### src/spiPkg.sv
// --------------------------------------------------------------------------
// Shared types for the SPI port
// --------------------------------------------------------------------------
package spiPkg;

	// Slave address, data and reply word
	typedef logic [31:0] spiWordT;

	// One master transfer byte
	typedef logic [7:0] spiByteT;

	// Header length field, low half of the second header word
	typedef logic [15:0] spiLenT;

	// Header command, bits 17:16 of the second header word
	typedef enum logic [1:0]
	{
		cmdNone     = 2'd0,
		cmdCsrWrite = 2'd1,
		cmdCsrRead  = 2'd2,
		cmdMemWrite = 2'd3
	} spiCmdE;

	// Slave receive sequence
	// Address word, then command word, then data words until CS rises
	typedef enum logic [1:0]
	{
		stAdrsGet = 2'd0,
		stCmdGet  = 2'd1,
		stDataGet = 2'd2
	} slvStateE;

	// Register map of the master side
	localparam logic [2:0] regCtrl   = 3'd0;
	localparam logic [2:0] regDiv    = 3'd1;
	localparam logic [2:0] regTx     = 3'd2;
	localparam logic [2:0] regRx     = 3'd3;
	localparam logic [2:0] regStatus = 3'd4;

endpackage

### src/spiCtrlIf.sv
`timescale 1ns/1ps

// --------------------------------------------------------------------------
// Register block to master engine link
// --------------------------------------------------------------------------
interface spiCtrlIf
	import spiPkg::*;
();

	// Run enable, held until the byte completes
	logic    spiEn;
	// Divided clock tick, one cycle wide
	logic    divCke;
	// Byte to shift out on MOSI
	spiByteT txByte;
	// Byte collected from MISO
	spiByteT rxByte;
	// End of byte, one cycle wide
	logic    byteDone;

	modport csrSide
	(
		output spiEn,
		output divCke,
		output txByte,
		input  rxByte,
		input  byteDone
	);

	modport masterSide
	(
		input  spiEn,
		input  divCke,
		input  txByte,
		output rxByte,
		output byteDone
	);

endinterface

### src/spiCsr.sv
`timescale 1ns/1ps

// --------------------------------------------------------------------------
// Master side register block and SCK divider
// --------------------------------------------------------------------------
module spiCsr
	import spiPkg::*;
#(
	parameter int divWidth = 8
)
(
	input  logic       iSysClk,
	input  logic       rstN,
	// Register port, read is combinational
	input  logic       regWe,
	input  logic [2:0] regAdr,
	input  spiWordT    regWd,
	output spiWordT    regRd,
	// Chip select level for the master role
	output logic       csOut,
	spiCtrlIf.csrSide  ctrl
);

	logic                spiEnR;
	logic                csLevel;
	logic                doneFlag;
	logic [divWidth-1:0] divReg;
	logic [divWidth-1:0] divCnt;
	logic                tickHit;
	logic                ctrlWe;
	spiByteT             txReg;
	spiByteT             rxReg;

	assign ctrlWe  = regWe && (regAdr == regCtrl);
	// Divider wraps at the programmed value
	assign tickHit = (divCnt == divReg);

	// Control state
	always_ff @(posedge iSysClk)
	begin
		if (!rstN)
		begin
			spiEnR   <= 1'b0;
			csLevel  <= 1'b1;
			doneFlag <= 1'b0;
			divReg   <= divWidth'(3);
			divCnt   <= '0;
		end
		else
		begin
			// Run ends on byteDone
			// start bit has no effect in the same cycle
			if (ctrl.byteDone)
				spiEnR <= 1'b0;
			else if (ctrlWe && regWd[0])
				spiEnR <= 1'b1;

			// CS level follows bit 1 of every control write
			if (ctrlWe)
				csLevel <= regWd[1];

			if (regWe && (regAdr == regDiv))
				divReg <= regWd[divWidth-1:0];

			// Sticky done, cleared by loading the next byte
			if (ctrl.byteDone)
				doneFlag <= 1'b1;
			else if (regWe && (regAdr == regTx))
				doneFlag <= 1'b0;

			// Counter idles at zero between runs
			if (!spiEnR || tickHit)
				divCnt <= '0;
			else
				divCnt <= divCnt + 1'b1;
		end
	end

	// Byte registers
	always_ff @(posedge iSysClk)
	begin
		if (regWe && (regAdr == regTx))
			txReg <= regWd[7:0];
		if (ctrl.byteDone)
			rxReg <= ctrl.rxByte;
	end

	// Register read mux
	always_comb
	begin
		case (regAdr)
			regCtrl:   regRd = {30'd0, csLevel, spiEnR};
			regDiv:    regRd = spiWordT'(divReg);
			regTx:     regRd = spiWordT'(txReg);
			regRx:     regRd = spiWordT'(rxReg);
			regStatus: regRd = {30'd0, spiEnR, doneFlag};
			default:   regRd = '0;
		endcase
	end

	assign csOut       = csLevel;
	assign ctrl.spiEn  = spiEnR;
	assign ctrl.txByte = txReg;
	// One tick per divider period, only during a run
	assign ctrl.divCke = spiEnR && tickHit;

	// Master reports completion only inside a run
	doneInRun: assert property (@(posedge iSysClk) disable iff (!rstN)
		ctrl.byteDone |-> ctrl.spiEn);

endmodule

### src/spiMaster.sv
`timescale 1ns/1ps

// --------------------------------------------------------------------------
// Mode 0 master, one byte per run
// --------------------------------------------------------------------------
module spiMaster
	import spiPkg::*;
#(
	parameter int holdCycles = 2
)
(
	input  logic         iSysClk,
	input  logic         rstN,
	output logic         sckOut,
	output logic         mosiOut,
	input  logic         misoIn,
	spiCtrlIf.masterSide ctrl
);

	localparam int holdW = $clog2(holdCycles + 1);

	// MOSI hold after each falling SCK
	typedef enum logic
	{
		holdIdle = 1'b0,
		holdWait = 1'b1
	} holdStateE;

	logic             sckR;
	logic [2:0]       negCnt;
	holdStateE        holdState;
	logic [holdW-1:0] holdCnt;
	logic             holdDone;
	logic             sckStep;
	logic             sckFall;
	logic             sckRise;
	logic             byteDoneR;
	spiByteT          txSh;
	spiByteT          rxSh;

	// No SCK edge in the cycle after the last fall
	assign sckStep  = ctrl.divCke && !byteDoneR;
	assign sckFall  = sckStep && sckR;
	assign sckRise  = sckStep && !sckR;
	assign holdDone = (holdState == holdWait) && (holdCnt == holdW'(holdCycles - 1));

	// ----------------------------------------------------------------------
	// SCK, edge count, hold FSM
	// ----------------------------------------------------------------------
	always_ff @(posedge iSysClk)
	begin
		if (!rstN || !ctrl.spiEn)
		begin
			sckR      <= 1'b0;
			negCnt    <= '0;
			holdState <= holdIdle;
			holdCnt   <= '0;
			byteDoneR <= 1'b0;
		end
		else
		begin
			if (sckStep)
				sckR <= !sckR;

			// Falling edges of the byte, wraps after eight
			if (sckFall)
				negCnt <= negCnt + 3'd1;

			case (holdState)
				holdIdle:
				begin
					holdCnt <= '0;
					if (sckFall)
						holdState <= holdWait;
				end
				holdWait:
				begin
					if (holdDone)
					begin
						holdState <= holdIdle;
						holdCnt   <= '0;
					end
					else
						holdCnt <= holdCnt + 1'b1;
				end
				default:
					holdState <= holdIdle;
			endcase

			// Eighth fall closes the byte
			byteDoneR <= sckFall && (negCnt == 3'd7);
		end
	end

	// ----------------------------------------------------------------------
	// Shift registers
	// ----------------------------------------------------------------------
	always_ff @(posedge iSysClk)
	begin
		// MSB waits on MOSI before the first rising edge
		if (!ctrl.spiEn)
			txSh <= ctrl.txByte;
		else if (holdDone)
			txSh <= {txSh[6:0], 1'b1};

		// MISO sampled on rising SCK
		if (sckRise)
			rxSh <= {rxSh[6:0], misoIn};
	end

	assign sckOut        = sckR;
	assign mosiOut       = txSh[7];
	assign ctrl.rxByte   = rxSh;
	assign ctrl.byteDone = byteDoneR;

	// Clock parks low once the register block drops the run
	sckIdleLow: assert property (@(posedge iSysClk) disable iff (!rstN)
		!ctrl.spiEn |-> !sckOut);

endmodule

### src/spiSlave.sv
`timescale 1ns/1ps

// --------------------------------------------------------------------------
// Mode 0 slave receiver
// 8 byte header, then 32 bit data words until CS rises
// --------------------------------------------------------------------------
module spiSlave
	import spiPkg::*;
(
	input  logic    iSysClk,
	input  logic    rstN,
	// High while the port plays slave
	input  logic    active,
	input  logic    sckIn,
	input  logic    mosiIn,
	input  logic    csIn,
	output logic    misoOut,
	input  spiWordT replyWord,
	output spiWordT rdWord,
	output spiWordT adrs,
	output spiCmdE  cmd,
	output spiLenT  dLen,
	output logic    rdEd
);

	logic [2:0] sckSync;
	logic [2:0] mosiSync;
	logic [2:0] csSync;
	logic       csLow;
	logic       sckRise;
	logic       sckFall;
	logic       wordEnd;
	logic [4:0] negCnt;
	slvStateE   state;
	spiWordT    rxSh;
	spiWordT    replySh;
	spiWordT    adrsR;
	spiCmdE     cmdR;
	spiLenT     dLenR;
	logic       rdEdR;

	// ----------------------------------------------------------------------
	// Pin synchronizers, held idle outside the slave role
	// ----------------------------------------------------------------------
	always_ff @(posedge iSysClk)
	begin
		if (!rstN || !active)
		begin
			sckSync  <= '0;
			mosiSync <= '0;
			csSync   <= '1;
		end
		else
		begin
			sckSync  <= {sckSync[1:0], sckIn};
			mosiSync <= {mosiSync[1:0], mosiIn};
			csSync   <= {csSync[1:0], csIn};
		end
	end

	assign csLow   = !csSync[2];
	// Edges only count while selected
	assign sckRise = csLow && (sckSync[2:1] == 2'b01);
	assign sckFall = csLow && (sckSync[2:1] == 2'b10);
	// Last bit of the current 32 bit word
	assign wordEnd = (negCnt == 5'd31);

	// ----------------------------------------------------------------------
	// Sequence control
	// ----------------------------------------------------------------------
	always_ff @(posedge iSysClk)
	begin
		if (!rstN)
		begin
			state  <= stAdrsGet;
			negCnt <= '0;
			rdEdR  <= 1'b0;
			cmdR   <= cmdNone;
			dLenR  <= '0;
		end
		else
		begin
			if (!csLow)
				negCnt <= '0;
			else if (sckFall)
				negCnt <= negCnt + 5'd1;

			// Data phase lasts until CS rises
			if (!csLow)
				state <= stAdrsGet;
			else if (sckFall && wordEnd)
			begin
				case (state)
					stAdrsGet: state <= stCmdGet;
					stCmdGet:  state <= stDataGet;
					default:   state <= stDataGet;
				endcase
			end

			// Word strobe at the 32nd rising edge
			rdEdR <= sckRise && wordEnd && (state == stDataGet);

			// Command and length, valid through the data phase
			if (sckFall && wordEnd && (state == stCmdGet))
			begin
				cmdR  <= spiCmdE'(rxSh[17:16]);
				dLenR <= rxSh[15:0];
			end
			else if (state != stDataGet)
			begin
				cmdR  <= cmdNone;
				dLenR <= '0;
			end
		end
	end

	// ----------------------------------------------------------------------
	// Data path
	// ----------------------------------------------------------------------
	always_ff @(posedge iSysClk)
	begin
		// MOSI in, MSB first
		if (sckRise)
			rxSh <= {rxSh[30:0], mosiSync[2]};

		// Start address, then one step per data word
		if (sckFall && wordEnd)
		begin
			if (state == stAdrsGet)
				adrsR <= rxSh;
			else if (state == stDataGet)
				adrsR <= adrsR + 32'd1;
		end

		// Reply reloads at every word boundary
		if ((state != stDataGet) || (sckFall && wordEnd))
			replySh <= replyWord;
		else if (sckFall)
			replySh <= {replySh[30:0], 1'b0};
	end

	assign misoOut = replySh[31];
	assign rdWord  = rxSh;
	assign adrs    = adrsR;
	assign cmd     = cmdR;
	assign dLen    = dLenR;
	assign rdEd    = rdEdR;

	// Strobes belong to the data phase only
	rdEdInData: assert property (@(posedge iSysClk) disable iff (!rstN)
		rdEdR |-> (state == stDataGet));

	// Deselect restarts the header
	csHighIdle: assert property (@(posedge iSysClk) disable iff (!rstN)
		!csLow |=> (state == stAdrsGet) && (negCnt == '0));

endmodule

### src/spiTop.sv
`timescale 1ns/1ps

// --------------------------------------------------------------------------
// SPI port top, master or slave by msSel
// Pads split into in, out and enable
// --------------------------------------------------------------------------
module spiTop
	import spiPkg::*;
#(
	parameter int divWidth   = 8,
	parameter int holdCycles = 2
)
(
	input  logic       iSysClk,
	input  logic       rstN,
	// High selects the slave role
	input  logic       msSel,
	input  logic       sckIn,
	output logic       sckOut,
	output logic       sckOe,
	input  logic       mosiIn,
	output logic       mosiOut,
	output logic       mosiOe,
	input  logic       misoIn,
	output logic       misoOut,
	output logic       misoOe,
	input  logic       csIn,
	output logic       csOut,
	output logic       csOe,
	output logic       wpOut,
	output logic       holdOut,
	output logic       wpHoldOe,
	// Master register port
	input  logic       regWe,
	input  logic [2:0] regAdr,
	input  spiWordT    regWd,
	output spiWordT    regRd,
	// Slave side
	input  spiWordT    replyWord,
	output spiWordT    rdWord,
	output spiWordT    adrs,
	output spiCmdE     cmd,
	output spiLenT     dLen,
	output logic       rdEd
);

	logic [2:0] msSync;
	logic       slaveMode;

	spiCtrlIf ctrlBus ();

	// Role synchronizer, comes out of reset as slave
	always_ff @(posedge iSysClk)
	begin
		if (!rstN)
			msSync <= 3'b111;
		else
			msSync <= {msSync[1:0], msSel};
	end

	assign slaveMode = msSync[2];

	// Pad enables
	assign sckOe    = !slaveMode;
	assign mosiOe   = !slaveMode;
	assign csOe     = !slaveMode;
	assign wpHoldOe = !slaveMode;
	assign misoOe   = slaveMode;
	// WP and HOLD inactive
	assign wpOut    = 1'b1;
	assign holdOut  = 1'b1;

	spiCsr #(
		.divWidth (divWidth)
	) i_spiCsr (
		.iSysClk (iSysClk),
		.rstN    (rstN),
		.regWe   (regWe),
		.regAdr  (regAdr),
		.regWd   (regWd),
		.regRd   (regRd),
		.csOut   (csOut),
		.ctrl    (ctrlBus.csrSide)
	);

	spiMaster #(
		.holdCycles (holdCycles)
	) i_spiMaster (
		.iSysClk (iSysClk),
		.rstN    (rstN),
		.sckOut  (sckOut),
		.mosiOut (mosiOut),
		.misoIn  (misoIn),
		.ctrl    (ctrlBus.masterSide)
	);

	spiSlave i_spiSlave (
		.iSysClk   (iSysClk),
		.rstN      (rstN),
		.active    (slaveMode),
		.sckIn     (sckIn),
		.mosiIn    (mosiIn),
		.csIn      (csIn),
		.misoOut   (misoOut),
		.replyWord (replyWord),
		.rdWord    (rdWord),
		.adrs      (adrs),
		.cmd       (cmd),
		.dLen      (dLen),
		.rdEd      (rdEd)
	);

endmodule

### config.mk
export PLATFORM = sky130hd
export DESIGN_NAME = spiTop
export DESIGN_NICKNAME = d
export VERILOG_FILES = /design/src/spiPkg.sv /design/src/spiCtrlIf.sv /design/src/spiCsr.sv /design/src/spiMaster.sv /design/src/spiSlave.sv /design/src/spiTop.sv
export SDC_FILE = /design/constraint.sdc
export NUM_CORES = 1
export LEC_CHECK = 0
export ABC_CLOCK_PERIOD_IN_PS = 3190
export BUFFER_PORTS_ARGS = -buffer_cell sky130_fd_sc_hd__buf_2
export CORE_MARGIN = 1
export CORE_UTILIZATION = 49
export CTS_CLUSTER_DIAMETER = 50
export CTS_CLUSTER_SIZE = 16
export DETAILED_ROUTE_END_ITERATION = 8
export PLACE_DENSITY_LB_ADDON = 0.1
export SLEW_MARGIN = 25
export SYNTH_ARGS = -nofsm -noshare
export SYNTH_HDL_FRONTEND = slang
export SYNTH_HIERARCHICAL = 1
export SYNTH_SLANG_ARGS = --single-unit
### constraint.sdc
create_clock -name iSysClk -period 3.19 [get_ports iSysClk]
set_input_delay 0.319 -clock iSysClk [delete_from_list [all_inputs] [get_ports iSysClk]]
set_output_delay 0.319 -clock iSysClk [all_outputs]
set_load 0.01 [all_outputs]
==> run summary <==
DETAILED ROUTING
------------------------------------------------------------------------------------
Residual antenna-violating net count after detailed routing ...........            0
DRC marker count from the first detailed-route iteration ..............          300
Via count .............................................................         5576
Final WL ..............................................................      17.2 mm
Number of design rule violations left after detail routing ............            0
Detailed-route wire length per cell ...................................      16.6 µm
Per-cell via count in the routed design ...............................         5.37
Length of the first detailed-routing pass in iterations ...............            7

GLOBAL ROUTE
------------------------------------------------------------------------------------
Number of antenna violations at the first check in global routing .....            0
Met1 track demand over resource .......................................        0.273
Maximum number of pins on one net before global-route repair ..........           46
Met3 track demand over resource in global routing .....................       0.0468
Combined global-route utilization of all metal layers .................        0.197
Final global-route overflow total .....................................            0
Grt met2 use ..........................................................        0.315
Number of global-route vias before repair .............................         5312
Grt peak-use layer ....................................................         met2
Wire length of the first global-routing pass ..........................      27.5 mm

PLACEMENT
------------------------------------------------------------------------------------
Final weighted congestion in routability-driven placement .............        0.848
Cell area reported after detailed placement ...........................     9280 µm²
Estimated wirelength of the detail-placed design ......................      11.7 mm
Number of port buffers ................................................          150
Worst slack, placed ...................................................       840 ps

YOSYS
------------------------------------------------------------------------------------
Sequential-to-total area share from yosys stat ........................        0.611
Adder-cell share of the synthesized area ..............................       0.0104
Netlist Area Pre-Place ................................................     8430 µm²
Mean Syn Cell Area ....................................................     12.7 µm²
Count of distinct cell types in the synthesized netlist ...............           62
Multiplexer fraction of the synthesized cell area .....................       0.0769
Combinational family with the most area after synthesis ............... simple AND/OR/NAND/NOR gates
Flops & latches, synth ................................................          193
Share of synthesized registers carrying an async set or reset .........            0
EDFF count, synth .....................................................          128
Leading register cell type out of synthesis ...........................     edfxtp_1
Xor and xnor area share after synthesis ...............................       0.0322
Number of warnings printed during yosys synthesis .....................            6
Area share of and/or/nand/nor cells after synthesis ...................        0.148
Synth Instances .......................................................          664
Complex-gate fraction of the synthesized area .........................       0.0756

FINAL LAYOUT
------------------------------------------------------------------------------------
Final layout net count ................................................          887
Diode count ...........................................................            0
Most used cells in the layout excluding fill and tap cells ............ 150 x buf_2, 128 x edfxtp_1, 65 x dfxtp_1
Share of layout cells above drive strength 1 ..........................        0.322
FILL cells ............................................................         1394
Most common cell after layout, fill and taps aside ....................        buf_2
Finished layout cell area .............................................     9890 µm²
Final design utilization ..............................................        0.592
Layout Area Growth over Synthesis .....................................        17.4%

STA
------------------------------------------------------------------------------------
Setup violators final .................................................            0
Number of pins with negative max-slew slack in the final report .......            0
RSZ-0062 raised after global routing ..................................        false
Setup Total Neg Slack .................................................         0 ps
Max-slew headroom at the worst pin ....................................        0.475
Smallest setup slack after layout .....................................       843 ps
Clock period minus final worst setup slack ............................      2350 ps
Final Cycle Share .....................................................        0.736
Final-report hold violation count .....................................            0
Clock Skew ............................................................      8.71 ps
Maximum achievable frequency ..........................................    0.426 GHz
Worst Max-Slew Pin Slew ...............................................       787 ps

DIE
------------------------------------------------------------------------------------
Number of top-level pins ..............................................          201
Site row count ........................................................           47
Initial core utilization ..............................................        0.505
Die boundary width ....................................................       133 µm
Floorplan core area ...................................................    16700 µm²
Total Die Area ........................................................    17700 µm²
Height of the die .....................................................       133 µm

SETUP PATH
------------------------------------------------------------------------------------
Slowest cell on crit path .............................................       mux2_2
Critical path endpoint category .......................................    flip-flop
Count of buffering cells on the critical path with inverters included .            1
Largest incremental delay on the critical path ........................       400 ps
Setup Crit Path Kind .................................................. flip-flop to flip-flop
Cell Chain, Critical Path ............................................. ha_1, and3_1, ha_1, and4bb_2, nor2b_2, buf_4, mux2_2
Crit-path leading delay family ........................................ simple AND/OR/NAND/NOR gates
Maximum fanout along the worst path ...................................           32
Crit path required time ...............................................      3360 ps
Arrival time at the worst endpoint ....................................      2520 ps
Setup crit start kind .................................................    flip-flop
Most repeated library cell on the critical path .......................         ha_1

OUTCOME
------------------------------------------------------------------------------------
Run status ............................................................ complete, no violations

FLOW RUN
------------------------------------------------------------------------------------
Maximum Capacitance Violations ........................................            0

CTS
------------------------------------------------------------------------------------
CTS Sinks .............................................................          193
H-Tree Depth ..........................................................            4
Total of hold buffers inserted after clock tree synthesis .............            0
Max Root-Sink Buffers .................................................            2
CTS clk-pin slew, worst paths .........................................        70 ps
# resized after CTS ...................................................            0
Setup Buffers After CTS ...............................................            0
Clock insertion delay at the later pin of the skew report .............       430 ps
Clock tree from TritonCTS .............................................          yes
Master cell of the clock root buffer ..................................    clkbuf_16
Clock buffers created by TritonCTS ....................................           17

POWER AND IR DROP
------------------------------------------------------------------------------------
Worst VDD drop ........................................................   0.000376 V
Static Leak ...........................................................      3.78 nW
Post-layout power .....................................................      5.04 mW
Total power divided by cell area ......................................   510 nW/µm²

HOLD PATH
------------------------------------------------------------------------------------
Hold Crit Class ....................................................... input pin to flip-flop

-- per-layer routing --
layer | up-vias | part of all wire | wire length [µm]
li1 | 2700 | - | -
met1 | 2674 | 0.46 | 7990
met2 | 188 | 0.47 | 8050
met3 | 14 | 0.057 | 978
met4 | 0 | 0.011 | 189
met5 | - | 0 | 0
-- cells by family after synthesis --
family	count (synthesis)
XOR/XNOR	31
AO/OA/AOI/OAI	95
buffers and inverters	68
flip-flops	193
adder cells (fa/ha/maj)	7
multiplexers	58
AND/OR/NAND/NOR	210
other	2
-- through the flow --
stage,std cells,hold slack (ps)
final,1038,65.7
after CTS,1038,40.9
after floorplan,688,386
after global placement,1006,387
after detailed placement,1006,397
after global routing,1038,35.9
-- power by group --
group | leakage [nW] | internal [mW] | switching (mW)
Combinational | 1.73 | 0.0721 | 0.0760
Clock | 0.306 | 1.20 | 0.998
Sequential | 1.74 | 2.68 | 0.0159
-- final cells by class --
type	instances	area [µm²]	share of cell area
Sequential cell	193	5140	0.520
Multi-Input combinational cell	427	3010	0.305
Timing Repair Buffer	158	811	0.0820
Clock buffer	17	425	0.0430
Tap cell	220	275	0.0278
Clock inverter	15	189	0.0191
Inverter	8	30.0	0.00304
-- cells in the mapped netlist, drive strengths merged, types with 2 or more instances --
cell / count / area (µm²)
nand2: 45 / 171
or3: 9 / 58.8
a21oi: 6 / 30.0
mux2i: 13 / 130
buf: 37 / 269
a221oi: 3 / 32.5
or4: 14 / 113
and4: 5 / 45.0
xnor2: 12 / 105
nor3: 2 / 10.0
a31oi: 15 / 93.8
nor2b: 30 / 188
xor2: 19 / 166
nand3: 16 / 80.1
a22oi: 24 / 180
o211ai: 2 / 15.0
clkbuf: 23 / 87.6
and3: 12 / 76.3
nor2: 34 / 128
nor3b: 2 / 15.0
o21a: 2 / 15.0
o21ai: 24 / 120
nand2b: 6 / 37.5
nor4: 6 / 67.6
and2b: 2 / 16.3
nand4: 13 / 96.3
or2: 6 / 37.5
mux2: 44 / 495
a211oi: 5 / 37.5
conb: 2 / 7.51
nand3b: 2 / 27.5
edfxtp: 128 / 3840
ha: 7 / 87.6
inv: 8 / 30.0
dfxtp: 65 / 1300
o31ai: 11 / 87.6
-- final timing paths --
path / cells after the start / from / to / slack, ps
hold / removal: 1 / misoIn / i_spiMaster/ctrl.rxByte[0] / 70
setup / recovery: 7 / i_spiSlave/negCnt[0] / i_spiSlave/replySh[9] / 840
hold reg to reg: 1 / msSync[1] / msSync[2] / 410
setup reg to reg: 7 / i_spiSlave/negCnt[0] / i_spiSlave/replySh[9] / 840
-- registers in the layout, indices dropped and copies added, names as in the netlist, 2 cells and up --
signal	count
i_spiSlave/dLen	16
i_spiSlave/state	2
msSync	3
i_spiSlave/negCnt	5
i_spiSlave/csSync	3
i_spiMaster/holdCnt	2
i_spiSlave/sckSync	3
i_spiMaster/negCnt	3
i_spiMaster/txSh	8
i_spiSlave/replySh	32
i_spiSlave/rdWord	32
i_spiSlave/mosiSync	3
i_spiMaster/ctrl.rxByte	8
i_spiCsr/rxReg	8
i_spiCsr/divCnt	8
i_spiCsr/ctrl.txByte	8
i_spiCsr/divReg	8
i_spiSlave/adrs	32
i_spiSlave/cmd	2
(Power assumes the default switching activity.)
